## src/cpu_isa_pkg.sv

```systemverilog
`default_nettype none

package cpu_isa_pkg;

  // Data and address word
  typedef logic [31:0] word_t;

  // Register index, x0 to x31
  typedef logic [4:0] reg_idx_t;

  // Major opcodes of the supported subset
  typedef enum logic [6:0] {
    OP     = 7'b0110011,
    OP_IMM = 7'b0010011,
    LUI    = 7'b0110111,
    LOAD   = 7'b0000011,
    STORE  = 7'b0100011,
    BRANCH = 7'b1100011,
    JAL    = 7'b1101111
  } opcode_e;

  // ALU operations
  // PASS_B forwards the second operand for LUI
  typedef enum logic [2:0] {
    ADD    = 3'd0,
    SUB    = 3'd1,
    AND    = 3'd2,
    OR     = 3'd3,
    XOR    = 3'd4,
    PASS_B = 3'd5,
    CMP_EQ = 3'd6
  } alu_op_e;

  // Core FSM states
  typedef enum logic {
    FETCH   = 1'b0,
    EXECUTE = 1'b1
  } core_state_e;

  // Decoder output, held stable for the whole EXECUTE phase
  typedef struct packed {
    opcode_e  opcode;
    alu_op_e  alu_op;
    reg_idx_t rd;
    reg_idx_t rs1;
    reg_idx_t rs2;
    // Sign-extended immediate of the instruction format
    word_t    imm;
    logic     writes_rd;
    logic     is_load;
    logic     is_store;
    logic     is_branch;
    logic     is_jal;
  } decoded_instr_t;

  // First fetch address
  localparam word_t RESET_PC = 32'h0000_0000;

endpackage

`default_nettype wire

```

## src/cpu_bus_pkg.sv

```systemverilog
`default_nettype none

package cpu_bus_pkg;

  // Request towards memory
  // Valid only together with the request strobe
  typedef struct packed {
    cpu_isa_pkg::word_t addr;
    // Store data, don't care on reads
    cpu_isa_pkg::word_t wdata;
    // Set for write, clear for read
    logic               write;
  } bus_req_t;

  // Answer from memory
  // Valid only together with the response strobe
  typedef struct packed {
    // Read data, ignored for write acks
    cpu_isa_pkg::word_t rdata;
  } bus_rsp_t;

endpackage

`default_nettype wire

```

## src/alu.sv

```systemverilog
`timescale 1ns/1ps
`default_nettype none

module alu (
  input  cpu_isa_pkg::core_state_e    i_state,
  input  cpu_isa_pkg::decoded_instr_t i_dec,
  input  cpu_isa_pkg::word_t          i_rs1_val,
  input  cpu_isa_pkg::word_t          i_rs2_val,
  input  cpu_isa_pkg::word_t          i_pc,
  output cpu_isa_pkg::word_t          o_result,
  output logic                        o_wr,
  output logic                        o_jump_taken,
  output cpu_isa_pkg::word_t          o_jump_target
);
  import cpu_isa_pkg::*;

  logic  exec;
  word_t op_a;
  word_t op_b;
  word_t alu_out;
  word_t pc_plus4;

  assign exec = (i_state == EXECUTE);

  // Operand select
  // Register B for R-type and branch compare, immediate otherwise
  assign op_a = i_rs1_val;
  assign op_b = ((i_dec.opcode == OP) || i_dec.is_branch) ? i_rs2_val : i_dec.imm;

  always_comb begin
    case (i_dec.alu_op)
      ADD:     alu_out = op_a + op_b;
      SUB:     alu_out = op_a - op_b;
      AND:     alu_out = op_a & op_b;
      OR:      alu_out = op_a | op_b;
      XOR:     alu_out = op_a ^ op_b;
      PASS_B:  alu_out = op_b;
      // Equality flag in bit 0
      CMP_EQ:  alu_out = {31'b0, op_a == op_b};
      default: alu_out = op_a + op_b;
    endcase
  end

  assign pc_plus4 = i_pc + 32'd4;

  // Link address for JAL
  assign o_result = i_dec.is_jal ? pc_plus4 : alu_out;

  // Loads write back through the memory path instead
  assign o_wr = exec && i_dec.writes_rd && !i_dec.is_load;

  // Branch and jump targets are both PC relative
  assign o_jump_target = i_pc + i_dec.imm;

  // Taken BEQ or any JAL
  assign o_jump_taken = exec && (i_dec.is_jal || (i_dec.is_branch && alu_out[0]));

endmodule

`default_nettype wire

```

## src/control_unit.sv

```systemverilog
`timescale 1ns/1ps
`default_nettype none

module control_unit (
  input  logic                        i_clk,
  input  logic                        i_arst_n,
  input  logic                        i_fetch_dv,
  input  cpu_isa_pkg::word_t          i_instr,
  input  logic                        i_mem_done,
  input  logic                        i_jump_taken,
  input  cpu_isa_pkg::word_t          i_jump_target,
  output cpu_isa_pkg::core_state_e    o_state,
  output cpu_isa_pkg::word_t          o_pc,
  output cpu_isa_pkg::decoded_instr_t o_dec,
  output logic                        o_start_fetch
);
  import cpu_isa_pkg::*;

  word_t   ir;
  logic    boot_done;
  logic    exec_last;
  opcode_e opcode;
  word_t   imm_i;
  word_t   imm_s;
  word_t   imm_b;
  word_t   imm_u;
  word_t   imm_j;

  // Last EXECUTE cycle
  // Memory ops wait for the bus, the rest take one cycle
  assign exec_last = (o_state == EXECUTE) &&
                     ((o_dec.is_load || o_dec.is_store) ? i_mem_done : 1'b1);

  always_ff @(posedge i_clk or negedge i_arst_n) begin
    if (!i_arst_n) begin
      o_state       <= FETCH;
      o_pc          <= RESET_PC;
      ir            <= '0;
      o_start_fetch <= 1'b0;
      boot_done     <= 1'b0;
    end else begin
      boot_done     <= 1'b1;
      // First fetch after reset, then one per return to FETCH
      o_start_fetch <= !boot_done || exec_last;
      case (o_state)
        FETCH: begin
          if (i_fetch_dv) begin
            ir      <= i_instr;
            o_state <= EXECUTE;
          end
        end
        EXECUTE: begin
          if (exec_last) begin
            o_state <= FETCH;
            o_pc    <= i_jump_taken ? i_jump_target : o_pc + 32'd4;
          end
        end
        default: o_state <= FETCH;
      endcase
    end
  end

  // Immediates per format
  assign imm_i = {{20{ir[31]}}, ir[31:20]};
  assign imm_s = {{20{ir[31]}}, ir[31:25], ir[11:7]};
  assign imm_b = {{19{ir[31]}}, ir[31], ir[7], ir[30:25], ir[11:8], 1'b0};
  assign imm_u = {ir[31:12], 12'b0};
  assign imm_j = {{11{ir[31]}}, ir[31], ir[19:12], ir[20], ir[30:21], 1'b0};

  assign opcode = opcode_e'(ir[6:0]);

  always_comb begin
    o_dec.opcode    = opcode;
    o_dec.alu_op    = ADD;
    o_dec.rd        = ir[11:7];
    o_dec.rs1       = ir[19:15];
    o_dec.rs2       = ir[24:20];
    o_dec.imm       = imm_i;
    o_dec.writes_rd = 1'b0;
    o_dec.is_load   = 1'b0;
    o_dec.is_store  = 1'b0;
    o_dec.is_branch = 1'b0;
    o_dec.is_jal    = 1'b0;
    // Anything not matched stays a no-op
    case (opcode)
      OP: begin
        o_dec.writes_rd = 1'b1;
        // funct7 and funct3 together
        case ({ir[31:25], ir[14:12]})
          10'b0000000_000: o_dec.alu_op = ADD;
          10'b0100000_000: o_dec.alu_op = SUB;
          10'b0000000_100: o_dec.alu_op = XOR;
          10'b0000000_110: o_dec.alu_op = OR;
          10'b0000000_111: o_dec.alu_op = AND;
          default:         o_dec.writes_rd = 1'b0;
        endcase
      end
      // ADDI only
      OP_IMM: o_dec.writes_rd = (ir[14:12] == 3'b000);
      LUI: begin
        o_dec.writes_rd = 1'b1;
        o_dec.alu_op    = PASS_B;
        o_dec.imm       = imm_u;
      end
      // Word loads and stores only
      LOAD: begin
        o_dec.writes_rd = (ir[14:12] == 3'b010);
        o_dec.is_load   = (ir[14:12] == 3'b010);
      end
      STORE: begin
        o_dec.is_store = (ir[14:12] == 3'b010);
        o_dec.imm      = imm_s;
      end
      // BEQ only
      BRANCH: begin
        o_dec.is_branch = (ir[14:12] == 3'b000);
        o_dec.alu_op    = CMP_EQ;
        o_dec.imm       = imm_b;
      end
      JAL: begin
        o_dec.writes_rd = 1'b1;
        o_dec.is_jal    = 1'b1;
        o_dec.imm       = imm_j;
      end
      default: ;
    endcase
  end

endmodule

`default_nettype wire

```

## src/cpu_top.sv

```systemverilog
`timescale 1ns/1ps
`default_nettype none

module cpu_top #(
  parameter int REG_COUNT = 32
) (
  input  logic                  i_clk,
  input  logic                  i_arst_n,
  input  logic                  i_bus_dv,
  input  cpu_bus_pkg::bus_rsp_t i_bus_rsp,
  output logic                  o_bus_dv,
  output cpu_bus_pkg::bus_req_t o_bus_req
);
  import cpu_isa_pkg::*;

  // Control unit outputs
  core_state_e    w_state;
  word_t          w_pc;
  decoded_instr_t w_dec;
  logic           w_start_fetch;

  // ALU results
  word_t          w_alu_result;
  logic           w_alu_wr;
  logic           w_jump_taken;
  word_t          w_jump_target;

  // Load/store returns
  logic           w_fetch_dv;
  word_t          w_instr;
  logic           w_mem_done;
  logic           w_load_dv;
  word_t          w_load_data;

  // Register read ports
  word_t          w_rs1_val;
  word_t          w_rs2_val;

  control_unit m_control_unit (
    .i_clk(i_clk), .i_arst_n(i_arst_n),
    .i_fetch_dv(w_fetch_dv), .i_instr(w_instr), .i_mem_done(w_mem_done),
    .i_jump_taken(w_jump_taken), .i_jump_target(w_jump_target),
    .o_state(w_state), .o_pc(w_pc), .o_dec(w_dec), .o_start_fetch(w_start_fetch)
  );

  alu m_alu (
    .i_state(w_state), .i_dec(w_dec),
    .i_rs1_val(w_rs1_val), .i_rs2_val(w_rs2_val), .i_pc(w_pc),
    .o_result(w_alu_result), .o_wr(w_alu_wr),
    .o_jump_taken(w_jump_taken), .o_jump_target(w_jump_target)
  );

  // Sole bus master, shared by fetch and data
  load_store m_load_store (
    .i_clk(i_clk), .i_arst_n(i_arst_n),
    .i_state(w_state), .i_start_fetch(w_start_fetch), .i_pc(w_pc), .i_dec(w_dec),
    .i_rs1_val(w_rs1_val), .i_rs2_val(w_rs2_val),
    .i_bus_dv(i_bus_dv), .i_bus_rsp(i_bus_rsp),
    .o_bus_dv(o_bus_dv), .o_bus_req(o_bus_req),
    .o_fetch_dv(w_fetch_dv), .o_instr(w_instr), .o_mem_done(w_mem_done),
    .o_load_dv(w_load_dv), .o_load_data(w_load_data)
  );

  register_file #(
    .REG_COUNT(REG_COUNT)
  ) m_register_file (
    .i_clk(i_clk), .i_arst_n(i_arst_n), .i_dec(w_dec),
    .i_alu_wr(w_alu_wr), .i_alu_result(w_alu_result),
    .i_load_dv(w_load_dv), .i_load_data(w_load_data),
    .o_rs1_val(w_rs1_val), .o_rs2_val(w_rs2_val)
  );

endmodule

`default_nettype wire

```

## src/load_store.sv

```systemverilog
`timescale 1ns/1ps
`default_nettype none

module load_store (
  input  logic                        i_clk,
  input  logic                        i_arst_n,
  input  cpu_isa_pkg::core_state_e    i_state,
  input  logic                        i_start_fetch,
  input  cpu_isa_pkg::word_t          i_pc,
  input  cpu_isa_pkg::decoded_instr_t i_dec,
  input  cpu_isa_pkg::word_t          i_rs1_val,
  input  cpu_isa_pkg::word_t          i_rs2_val,
  input  logic                        i_bus_dv,
  input  cpu_bus_pkg::bus_rsp_t       i_bus_rsp,
  output logic                        o_bus_dv,
  output cpu_bus_pkg::bus_req_t       o_bus_req,
  output logic                        o_fetch_dv,
  output cpu_isa_pkg::word_t          o_instr,
  output logic                        o_mem_done,
  output logic                        o_load_dv,
  output cpu_isa_pkg::word_t          o_load_data
);
  import cpu_isa_pkg::*;

  // Tracks the single outstanding request
  typedef enum logic [1:0] {
    IDLE       = 2'd0,
    FETCH_WAIT = 2'd1,
    DATA_WAIT  = 2'd2
  } ls_state_e;

  ls_state_e ls_state;
  logic      start_data;
  logic      fetch_rsp;
  logic      data_rsp;

  // IDLE in EXECUTE only happens in the first EXECUTE cycle
  assign start_data = (ls_state == IDLE) && (i_state == EXECUTE) &&
                      (i_dec.is_load || i_dec.is_store);

  always_ff @(posedge i_clk or negedge i_arst_n) begin
    if (!i_arst_n) begin
      ls_state <= IDLE;
      o_bus_dv <= 1'b0;
    end else begin
      // Single-cycle strobe
      o_bus_dv <= 1'b0;
      case (ls_state)
        IDLE: begin
          if (i_start_fetch) begin
            o_bus_dv <= 1'b1;
            ls_state <= FETCH_WAIT;
          end else if (start_data) begin
            o_bus_dv <= 1'b1;
            ls_state <= DATA_WAIT;
          end
        end
        FETCH_WAIT, DATA_WAIT: begin
          if (i_bus_dv) begin
            ls_state <= IDLE;
          end
        end
        default: ls_state <= IDLE;
      endcase
    end
  end

  // Request payload, captured with the strobe
  always_ff @(posedge i_clk) begin
    if (ls_state == IDLE) begin
      if (i_start_fetch) begin
        o_bus_req <= '{addr: i_pc, wdata: '0, write: 1'b0};
      end else if (start_data) begin
        // Effective address rs1 + imm
        o_bus_req <= '{addr: i_rs1_val + i_dec.imm, wdata: i_rs2_val,
                       write: i_dec.is_store};
      end
    end
  end

  // Response routing
  assign fetch_rsp = (ls_state == FETCH_WAIT) && i_bus_dv;
  assign data_rsp  = (ls_state == DATA_WAIT) && i_bus_dv;

  assign o_fetch_dv  = fetch_rsp;
  assign o_instr     = i_bus_rsp.rdata;
  // Ends LW and SW alike
  assign o_mem_done  = data_rsp;
  // IR is held during EXECUTE so the decode still names the load
  assign o_load_dv   = data_rsp && i_dec.is_load;
  assign o_load_data = i_bus_rsp.rdata;

endmodule

`default_nettype wire

```

## src/register_file.sv

```systemverilog
`timescale 1ns/1ps
`default_nettype none

module register_file #(
  // 16 for RV32E
  parameter int REG_COUNT = 32
) (
  input  logic                        i_clk,
  input  logic                        i_arst_n,
  input  cpu_isa_pkg::decoded_instr_t i_dec,
  input  logic                        i_alu_wr,
  input  cpu_isa_pkg::word_t          i_alu_result,
  input  logic                        i_load_dv,
  input  cpu_isa_pkg::word_t          i_load_data,
  output cpu_isa_pkg::word_t          o_rs1_val,
  output cpu_isa_pkg::word_t          o_rs2_val
);
  import cpu_isa_pkg::*;

  word_t regs [REG_COUNT];
  logic  wr_en;
  word_t wr_data;

  // Write-back select
  // Strobes are exclusive so the load path wins only when it fires
  assign wr_en   = i_alu_wr | i_load_dv;
  assign wr_data = i_load_dv ? i_load_data : i_alu_result;

  always_ff @(posedge i_clk or negedge i_arst_n) begin
    if (!i_arst_n) begin
      for (int i = 0; i < REG_COUNT; i++) begin
        regs[i] <= '0;
      end
    end else if (wr_en && (i_dec.rd != '0) && (int'(i_dec.rd) < REG_COUNT)) begin
      // x0 never written, stays zero from reset
      regs[i_dec.rd] <= wr_data;
    end
  end

  // Combinational read ports
  // Indices past the last register read as zero
  assign o_rs1_val = (int'(i_dec.rs1) < REG_COUNT) ? regs[i_dec.rs1] : '0;
  assign o_rs2_val = (int'(i_dec.rs2) < REG_COUNT) ? regs[i_dec.rs2] : '0;

endmodule

`default_nettype wire

```

## config.mk

```make
export PLATFORM = sky130hd
export DESIGN_NAME = cpu_top
export DESIGN_NICKNAME = d
export VERILOG_FILES = /design/src/cpu_isa_pkg.sv /design/src/cpu_bus_pkg.sv /design/src/alu.sv /design/src/control_unit.sv /design/src/cpu_top.sv /design/src/load_store.sv /design/src/register_file.sv
export SDC_FILE = /design/constraint.sdc
export NUM_CORES = 2
export LEC_CHECK = 0
export BUFFER_PORTS_ARGS = -buffer_cell sky130_fd_sc_hd__buf_2
export CAP_MARGIN = 20
export CELL_PAD_IN_SITES_DETAIL_PLACEMENT = 2
export CELL_PAD_IN_SITES_GLOBAL_PLACEMENT = 2
export CORE_UTILIZATION = 47
export DETAILED_ROUTE_END_ITERATION = 6
export PLACE_DENSITY_LB_ADDON = 0.1
export SYNTH_ARGS = -nofsm -noshare
export SYNTH_HDL_FRONTEND = slang
export SYNTH_SLANG_ARGS = --single-unit
```

## constraint.sdc

```tcl
create_clock -name i_clk -period 9.6 [get_ports i_clk]
set_input_delay 0.48 -clock i_clk [delete_from_list [all_inputs] [get_ports i_clk]]
set_output_delay 0.48 -clock i_clk [all_outputs]
set_load 0.05 [all_outputs]
```

**Yosys cells after proc, flatten, opt, wreduce, memory -nomap -nowiden**

Index checks and enable logic that the tools add are counted.
W data, S select, Z words.

- Divide/modulo/power cells: 0
- Mux-type cells: 36
- $lt $le $gt $ge: 4
- Reduce and logical (&&, ||, !) cells: 30
- Add/subtract/negate cells: 5
- $mul: 0
- Eq/ne operators: 23
- Shift operators: 0
- Bitwise operators: 8

Operator list:

| kind | number |
|---|---|
| $bwmux W1024 | 1 |
| $bmux W32 S5 | 2 |
| $mux W32 | 9 |
| $pmux W32 S6 | 1 |
| $demux W32 S5 | 1 |
| $mux W65 | 2 |
| $pmux W31 S4 | 1 |
| $add A32 B32 Y32 | 3 |
| $add A32 B3 Y32 const B | 1 |
| $and A32 B32 Y32 | 1 |
| $eq A32 B32 Y1 | 1 |
| $or A32 B32 Y32 | 1 |
| $sub A32 B32 Y32 | 1 |
| $xor A32 B32 Y32 | 1 |
| $eq A10 B3 Y1 const B | 3 |
| $eq A7 B6 Y1 const B | 3 |
| $ge A6 B6 Y1 const B | 3 |
| $not A5 Y6 | 3 |
| $eq A7 B7 Y1 const B | 2 |
| $logic_and A1 B1 Y1 | 12 |
| $pmux W3 S4 | 1 |
| $mux W1 | 11 |
| $eq A10 B9 Y1 const B | 1 |
| $logic_not A10 Y1 | 1 |
| other kinds (26) | 40 |

- Latch bits: 0
- ROM bits: 0
- Memories kept: 0
- Input bits: 35
- Logic and storage cells: 148
- Flip-flop bits (word level): 1159
- Memory bits (writable): 0
- Output and inout port bits: 66

**Longest topological paths before layout**

- Depth in word-level cells: 11
- Depth in mapped cells: 26
- Gate-level depth less buffers: 22

**By module**

From an unflattened synthesis, not the netlist that was laid out.

- Cell total of the unflattened synthesis: 7814
- Area, all modules: 70411.3 um^2

By module, submodules not included:

| module | cells an instance | instances | area each (um^2) | seq. area each (um^2) |
|---|---|---|---|---|
| register_file | 5734 | 1 | 53722.8 | 25624.6 |
| alu | 1184 | 1 | 7840.0 | 0.0 |
| load_store | 473 | 1 | 4832.1 | 2026.9 |
| control_unit | 423 | 1 | 4016.4 | 1676.6 |

**Worst setup path after synthesis**

No wires, ideal clock.

- Path type: register to register
- From: reg m_control_unit.ir[15]
- To: reg m_register_file.regs[124] in the netlist's numbering
- Path buffers: 5
- Path slack: 3.587 ns
- Clock period less this slack: 6.013 ns
- Data required time: 9.469 ns
- Setup time: 0.131 ns
- Stages on the path, launching flop included: 23
- Data arrival time: 5.882 ns
- Path through: dfrtp_1 buf_2 buf_1 clkbuf_1 buf_1 mux4_2 mux4_2 mux2_2 inv_1 ha_1 inv_1 fa_1 a21o_1 a2bb2oi_1 a21oi_1 a21oi_1 o221ai_1 a211oi_1 xor2_1 nor2_1 o41ai_2 clkbuf_2 o21ai_0

- Longest elaborated chain between the ends: 9
- Elaborated cells between the ends (all ways): 15
- Those cells by class: 2 x add/sub; 9 x mux; 4 x bitwise

RTL lines:

| what | line | source |
|---|---|---|
| start: declaration | control_unit.sv:19 | `word_t ir;` |
| start signal: assignment | control_unit.sv:48 | `ir <= i_instr;` |
| $not A5 Y6 (implied by the code) | register_file.sv:42 | `assign o_rs1_val = (int'(i_dec.rs1) < REG_COUNT) ? regs[i_dec.rs1] : '0;` |
| $bmux W32 S5 | register_file.sv:42 |  |
| $mux W32 (implied by the code) (2 in a row) | register_file.sv:42 |  |
| $add A32 B32 Y32 (tied with other cells) | alu.sv:32, alu.sv:40 |  |
| $pmux W32 S6 (*) | alu.sv:31 | `case (i_dec.alu_op)` |
| $mux W32 (*) | alu.sv:47 | `assign o_result = i_dec.is_jal ? pc_plus4 : alu_out;` |
| $mux W32 (*) | register_file.sv:27 | `assign wr_data = i_load_dv ? i_load_data : i_alu_result;` |
| $bwmux W1024 (*) | register_file.sv:36 | `regs[i_dec.rd] <= wr_data;` |
| end signal: indexed assignment | register_file.sv:36 |  |
| end: declaration | register_file.sv:20 | `word_t regs [REG_COUNT];` |

Mark *: on every way between the ends. The rest lies on a longest branch, timed or not. The select of a mux whose other input is x is not followed.
A chain may end at the register's enable or synchronous reset.

**Worst setup path after layout**

- From: reg m_control_unit.ir[20]
- To: reg m_register_file.regs[479] in the netlist's numbering

- Longest elaborated chain between the ends: 10
- Elaborated cells between the ends (all ways): 15
- Those cells by class: 2 x add/sub; 9 x mux; 4 x bitwise

RTL lines:

| what | line | source |
|---|---|---|
| $not A5 Y6 (implied by the code) | register_file.sv:43 | `assign o_rs2_val = (int'(i_dec.rs2) < REG_COUNT) ? regs[i_dec.rs2] : '0;` |
| $bmux W32 S5 | register_file.sv:43 |  |
| $mux W32 (implied by the code) (2 in a row) | register_file.sv:43 |  |
| $mux W32 (*) | alu.sv:28 | `assign op_b = ((i_dec.opcode == OP) \|\| i_dec.is_branch) ? i_rs2_val : i_dec.imm;` |
| $add A32 B32 Y32 (tied with other cells) | alu.sv:32, alu.sv:40 |  |
| $pmux W32 S6 (*) | alu.sv:31 |  |
| $mux W32 (*) | alu.sv:47 |  |
| $mux W32 (*) | register_file.sv:27 |  |
| $bwmux W1024 (*) | register_file.sv:36 |  |

Marked as above.

==> flow_summary_export.csv <==
group,metric,value,unit
status,status,"completed",
place,place_congestion,0.9769,
global_route,grt_remaining_overflow,0,
synthesis,synth_edf_count,65,
global_route,antenna_found_initial,11,
place,post-place-cells,7879,
synthesis,syn_area,0.06790,mm^2
power,cellLeakagePower,32.09,nW
run,maxCapViolCount,0,
clock_network,cts_setup_buffers,0,
detailed_routing,drt-initial-drc-count,5357,
setup_path,end_kind,"flip-flop",
power,peakVddDrop,240.5,uV
clock_network,clk_latency,0.81,ns
power,powerDensity,263.6,mW/mm^2
floorplanning,fp.dieW,382.1,um
clock_network,clk_pin_slew,0.07,ns
clock_network,htreeDepth,4,
global_route,grt_usage,41.32,%
synthesis,ys_ff_latch,1159,
synthesis,synth_top_area_share,40.32,%
setup_path,required,10.26,ns
detailed_routing,wl_per_cell,37.18,um
cells_and_area,post-route-util,52.32,%
synthesis,yosysWarnings,0,
synthesis,ys_top_cells_by_area,"dfrtp_1, mux4_2, o21ai_0",
synthesis,synth_commonest_cells,"dfrtp_1, nand2_1, o21ai_0",
clock_network,cts_sinks,1159,
floorplanning,num_rows,139,
setup_path,crit_type,"reg -> reg",
global_route,grt_pass1_wl,442000,um
sta,clock_skew,0.05029,ns
synthesis,avgSynthCellArea,10.79,um^2
sta,setup_violations,0,
detailed_routing,drt_drc_violations_left,0,
clock_network,cts_buffer_depth,3,
sta,fin_crit_sh,85.63,%
synthesis,yosysTopAreaCell,"dfrtp_1",
worst_hold_path,hp-class,"in -> reg",
synthesis,syn_inst,6296,
clock_network,cts_root_buf,"clkbuf_16",
floorplanning,dieArea,0.1460,mm^2
floorplanning,core_area,0.1435,mm^2
synthesis,syn_nets,6496,
place,port_buffers,100,
sta,finalCriticalPeriod,8.220,ns
clock_network,cts_tree,"done",
sta,max_slew.worst_pin.slew,1.266,ns
sta,timing.fmax,121.7,MHz
synthesis,yosysSeqAreaShare,43.19,%
place,dp_hpwl,187300,um
cells_and_area,drive_gt1_share,22.65,%
detailed_routing,ant_nets,0,
detailed_routing,vias,57050,
cells_and_area,area_growth,10.56,%
setup_path,cp_max_fo,46,
sta,finalSetupTns,0,ns
synthesis,synthDistinctLibCells,102,
detailed_routing,drt_wl_total,302800,um
floorplanning,ios,101,
setup_path,start_kind,"flip-flop",
cells_and_area,fin_nets,6330,
synthesis,ys.flop_type,"dfrtp_1",
sta,slew_violations,0,
global_route,first_global_vias,63140,
synthesis,synth_most_common_cell,"dfrtp_1",
sta,max_slew_margin,13.19,%
cells_and_area,fin_cells,8143,
setup_path,arrival,8.88,ns
floorplanning,initial_core_util,47.33,%
detailed_routing,first_pass_iters,5,
floorplanning,dieHeight,382.1,um
clock_network,cts_buffers,135,
sta,hold_viol_final,0,
global_route,grt_max_degree,145,
sta,whs,0.04248,ns
synthesis,async_flop_share,94.39,%
sta,grt_setup_unrepaired,"no",
detailed_routing,via_per_inst,7.006,
## cell type report
class                           instances  area [um^2]
Fill cell                           13940        68410
Clock inverter                         53        541.8
Inverter                              129        484.2
Antenna cell                            2        5.005
Tap cell                             1903         2381
Timing Repair Buffer                  293         2318
Clock buffer                          192         3956
Multi-Input combinational cell       4412        36020
Sequential cell                      1159        29370
## power breakdown
part	internal [mW]	total, mW	switching, mW
Combinational	2.74	8.30	5.56
Sequential	5.27	6.09	0.827
Clock	3.04	5.39	2.36
## final timing paths
check,slack (ns),cells past startpoint,startpoint,endpoint
min,0.04,2,i_bus_rsp[6],m_control_unit.ir[6]$_DFFE_PN0P_
min in group asynchronous,0.35,2,i_arst_n,m_register_file.regs[244]$_DFFE_PN0P_
max reg2reg,1.38,20,m_control_unit.ir[20]$_DFFE_PN0P_,m_register_file.regs[479]$_DFFE_PN0P_
min reg2reg,0.39,0,m_register_file.regs[1004]$_DFFE_PN0P_,m_register_file.regs[1004]$_DFFE_PN0P_
max in group asynchronous,6.78,4,i_arst_n,m_control_unit.ir[15]$_DFFE_PN0P_
max,1.38,20,m_control_unit.ir[20]$_DFFE_PN0P_,m_register_file.regs[479]$_DFFE_PN0P_
## critical path, stage by stage, from the launching register on
cell and delay [ns]:
dfrtp_4 0.99, buf_12 0.42, buf_4 0.49, mux4_2 0.59, mux4_2 0.54, mux2i_1 0.19
buf_4 0.26, nand2_1 0.12, o21ai_0 0.21, ha_1 0.57, inv_1 0.25, a21oi_1 0.33
o21bai_1 0.15, a221oi_1 0.49, nor4b_1 0.13, o21ai_0 0.16, nor4_1 0.09, a211o_1 0.28
a22oi_1 0.30, nand2_1 0.72, mux2_2 0.62
## layout by cell type (no fill, tap or decap), types with 35 or more instances in the layout
cell type,count
nor2_1,392
xnor2_1,60
ha_1,161
buf_2,99
a21oi_1,440
o21ai_0,781
xor2_1,36
o31ai_1,42
inv_1,129
nand2_1,972
nor3_1,55
mux2i_1,35
nand3_1,41
a31oi_1,55
buf_4,152
mux4_2,640
mux2_2,128
edfxtp_1,65
dfrtp_1,1082
clkbuf_16,138
a21o_1,58
## flip-flops by register name, indices dropped and copies added (netlist names)
signal,cells
m_control_unit.boot_done,1
m_control_unit.ir,32
m_control_unit.o_pc,32
m_control_unit.o_start_fetch,1
m_control_unit.o_state,1
m_load_store.ls_state,2
m_load_store.o_bus_dv,1
m_load_store.o_bus_req,65
m_register_file.regs,1024
## metrics by stage
stage               power, mW  worst slack, ns  instance area [um^2]
floorplan               11.18            3.587                 67900
CTS                     19.62            1.639                 75010
finish                  19.79            1.380                 75070
global route            20.38            1.155                 75070
global placement        13.89            2.040                 70300
detailed placement      14.17            1.597                 70360
## repair_timing
action | in CTS | in global routing
hold endpoints to repair | 107 | 0
hold buffers | 15 | 0
endpoints found under the setup margin | 0 | 0
resized for setup | 0 | 0
## cells by family (layout without fill, tap and decap cells)
kind of cell / count (synthesis) / after routing / synth area share [%]
flip-flops: 1159 / 1159 / 43.19
XOR/XNOR: 96 / 96 / 1.238
other: 1 / 3 / 0.005523
adder cells (fa/ha/maj): 165 / 165 / 3.085
AND/OR/NAND/NOR: 1709 / 1709 / 10.49
multiplexers: 804 / 804 / 23.88
AO/OA/AOI/OAI: 1637 / 1637 / 13.75
buffers and inverters: 725 / 667 / 4.360
## layer usage
metal / GRT usage [%] / up-vias / share of wire [%]
li1: - / 22650 / -
met1: 52.44 / 30670 / 38
met2: 66.26 / 2767 / 48
met3: 7.981 / 963 / 7.7
met4: 23.98 / 8 / 6.3
met5: 0 / - / 0.019
Note: power is estimated with default switching activity, not from simulation.
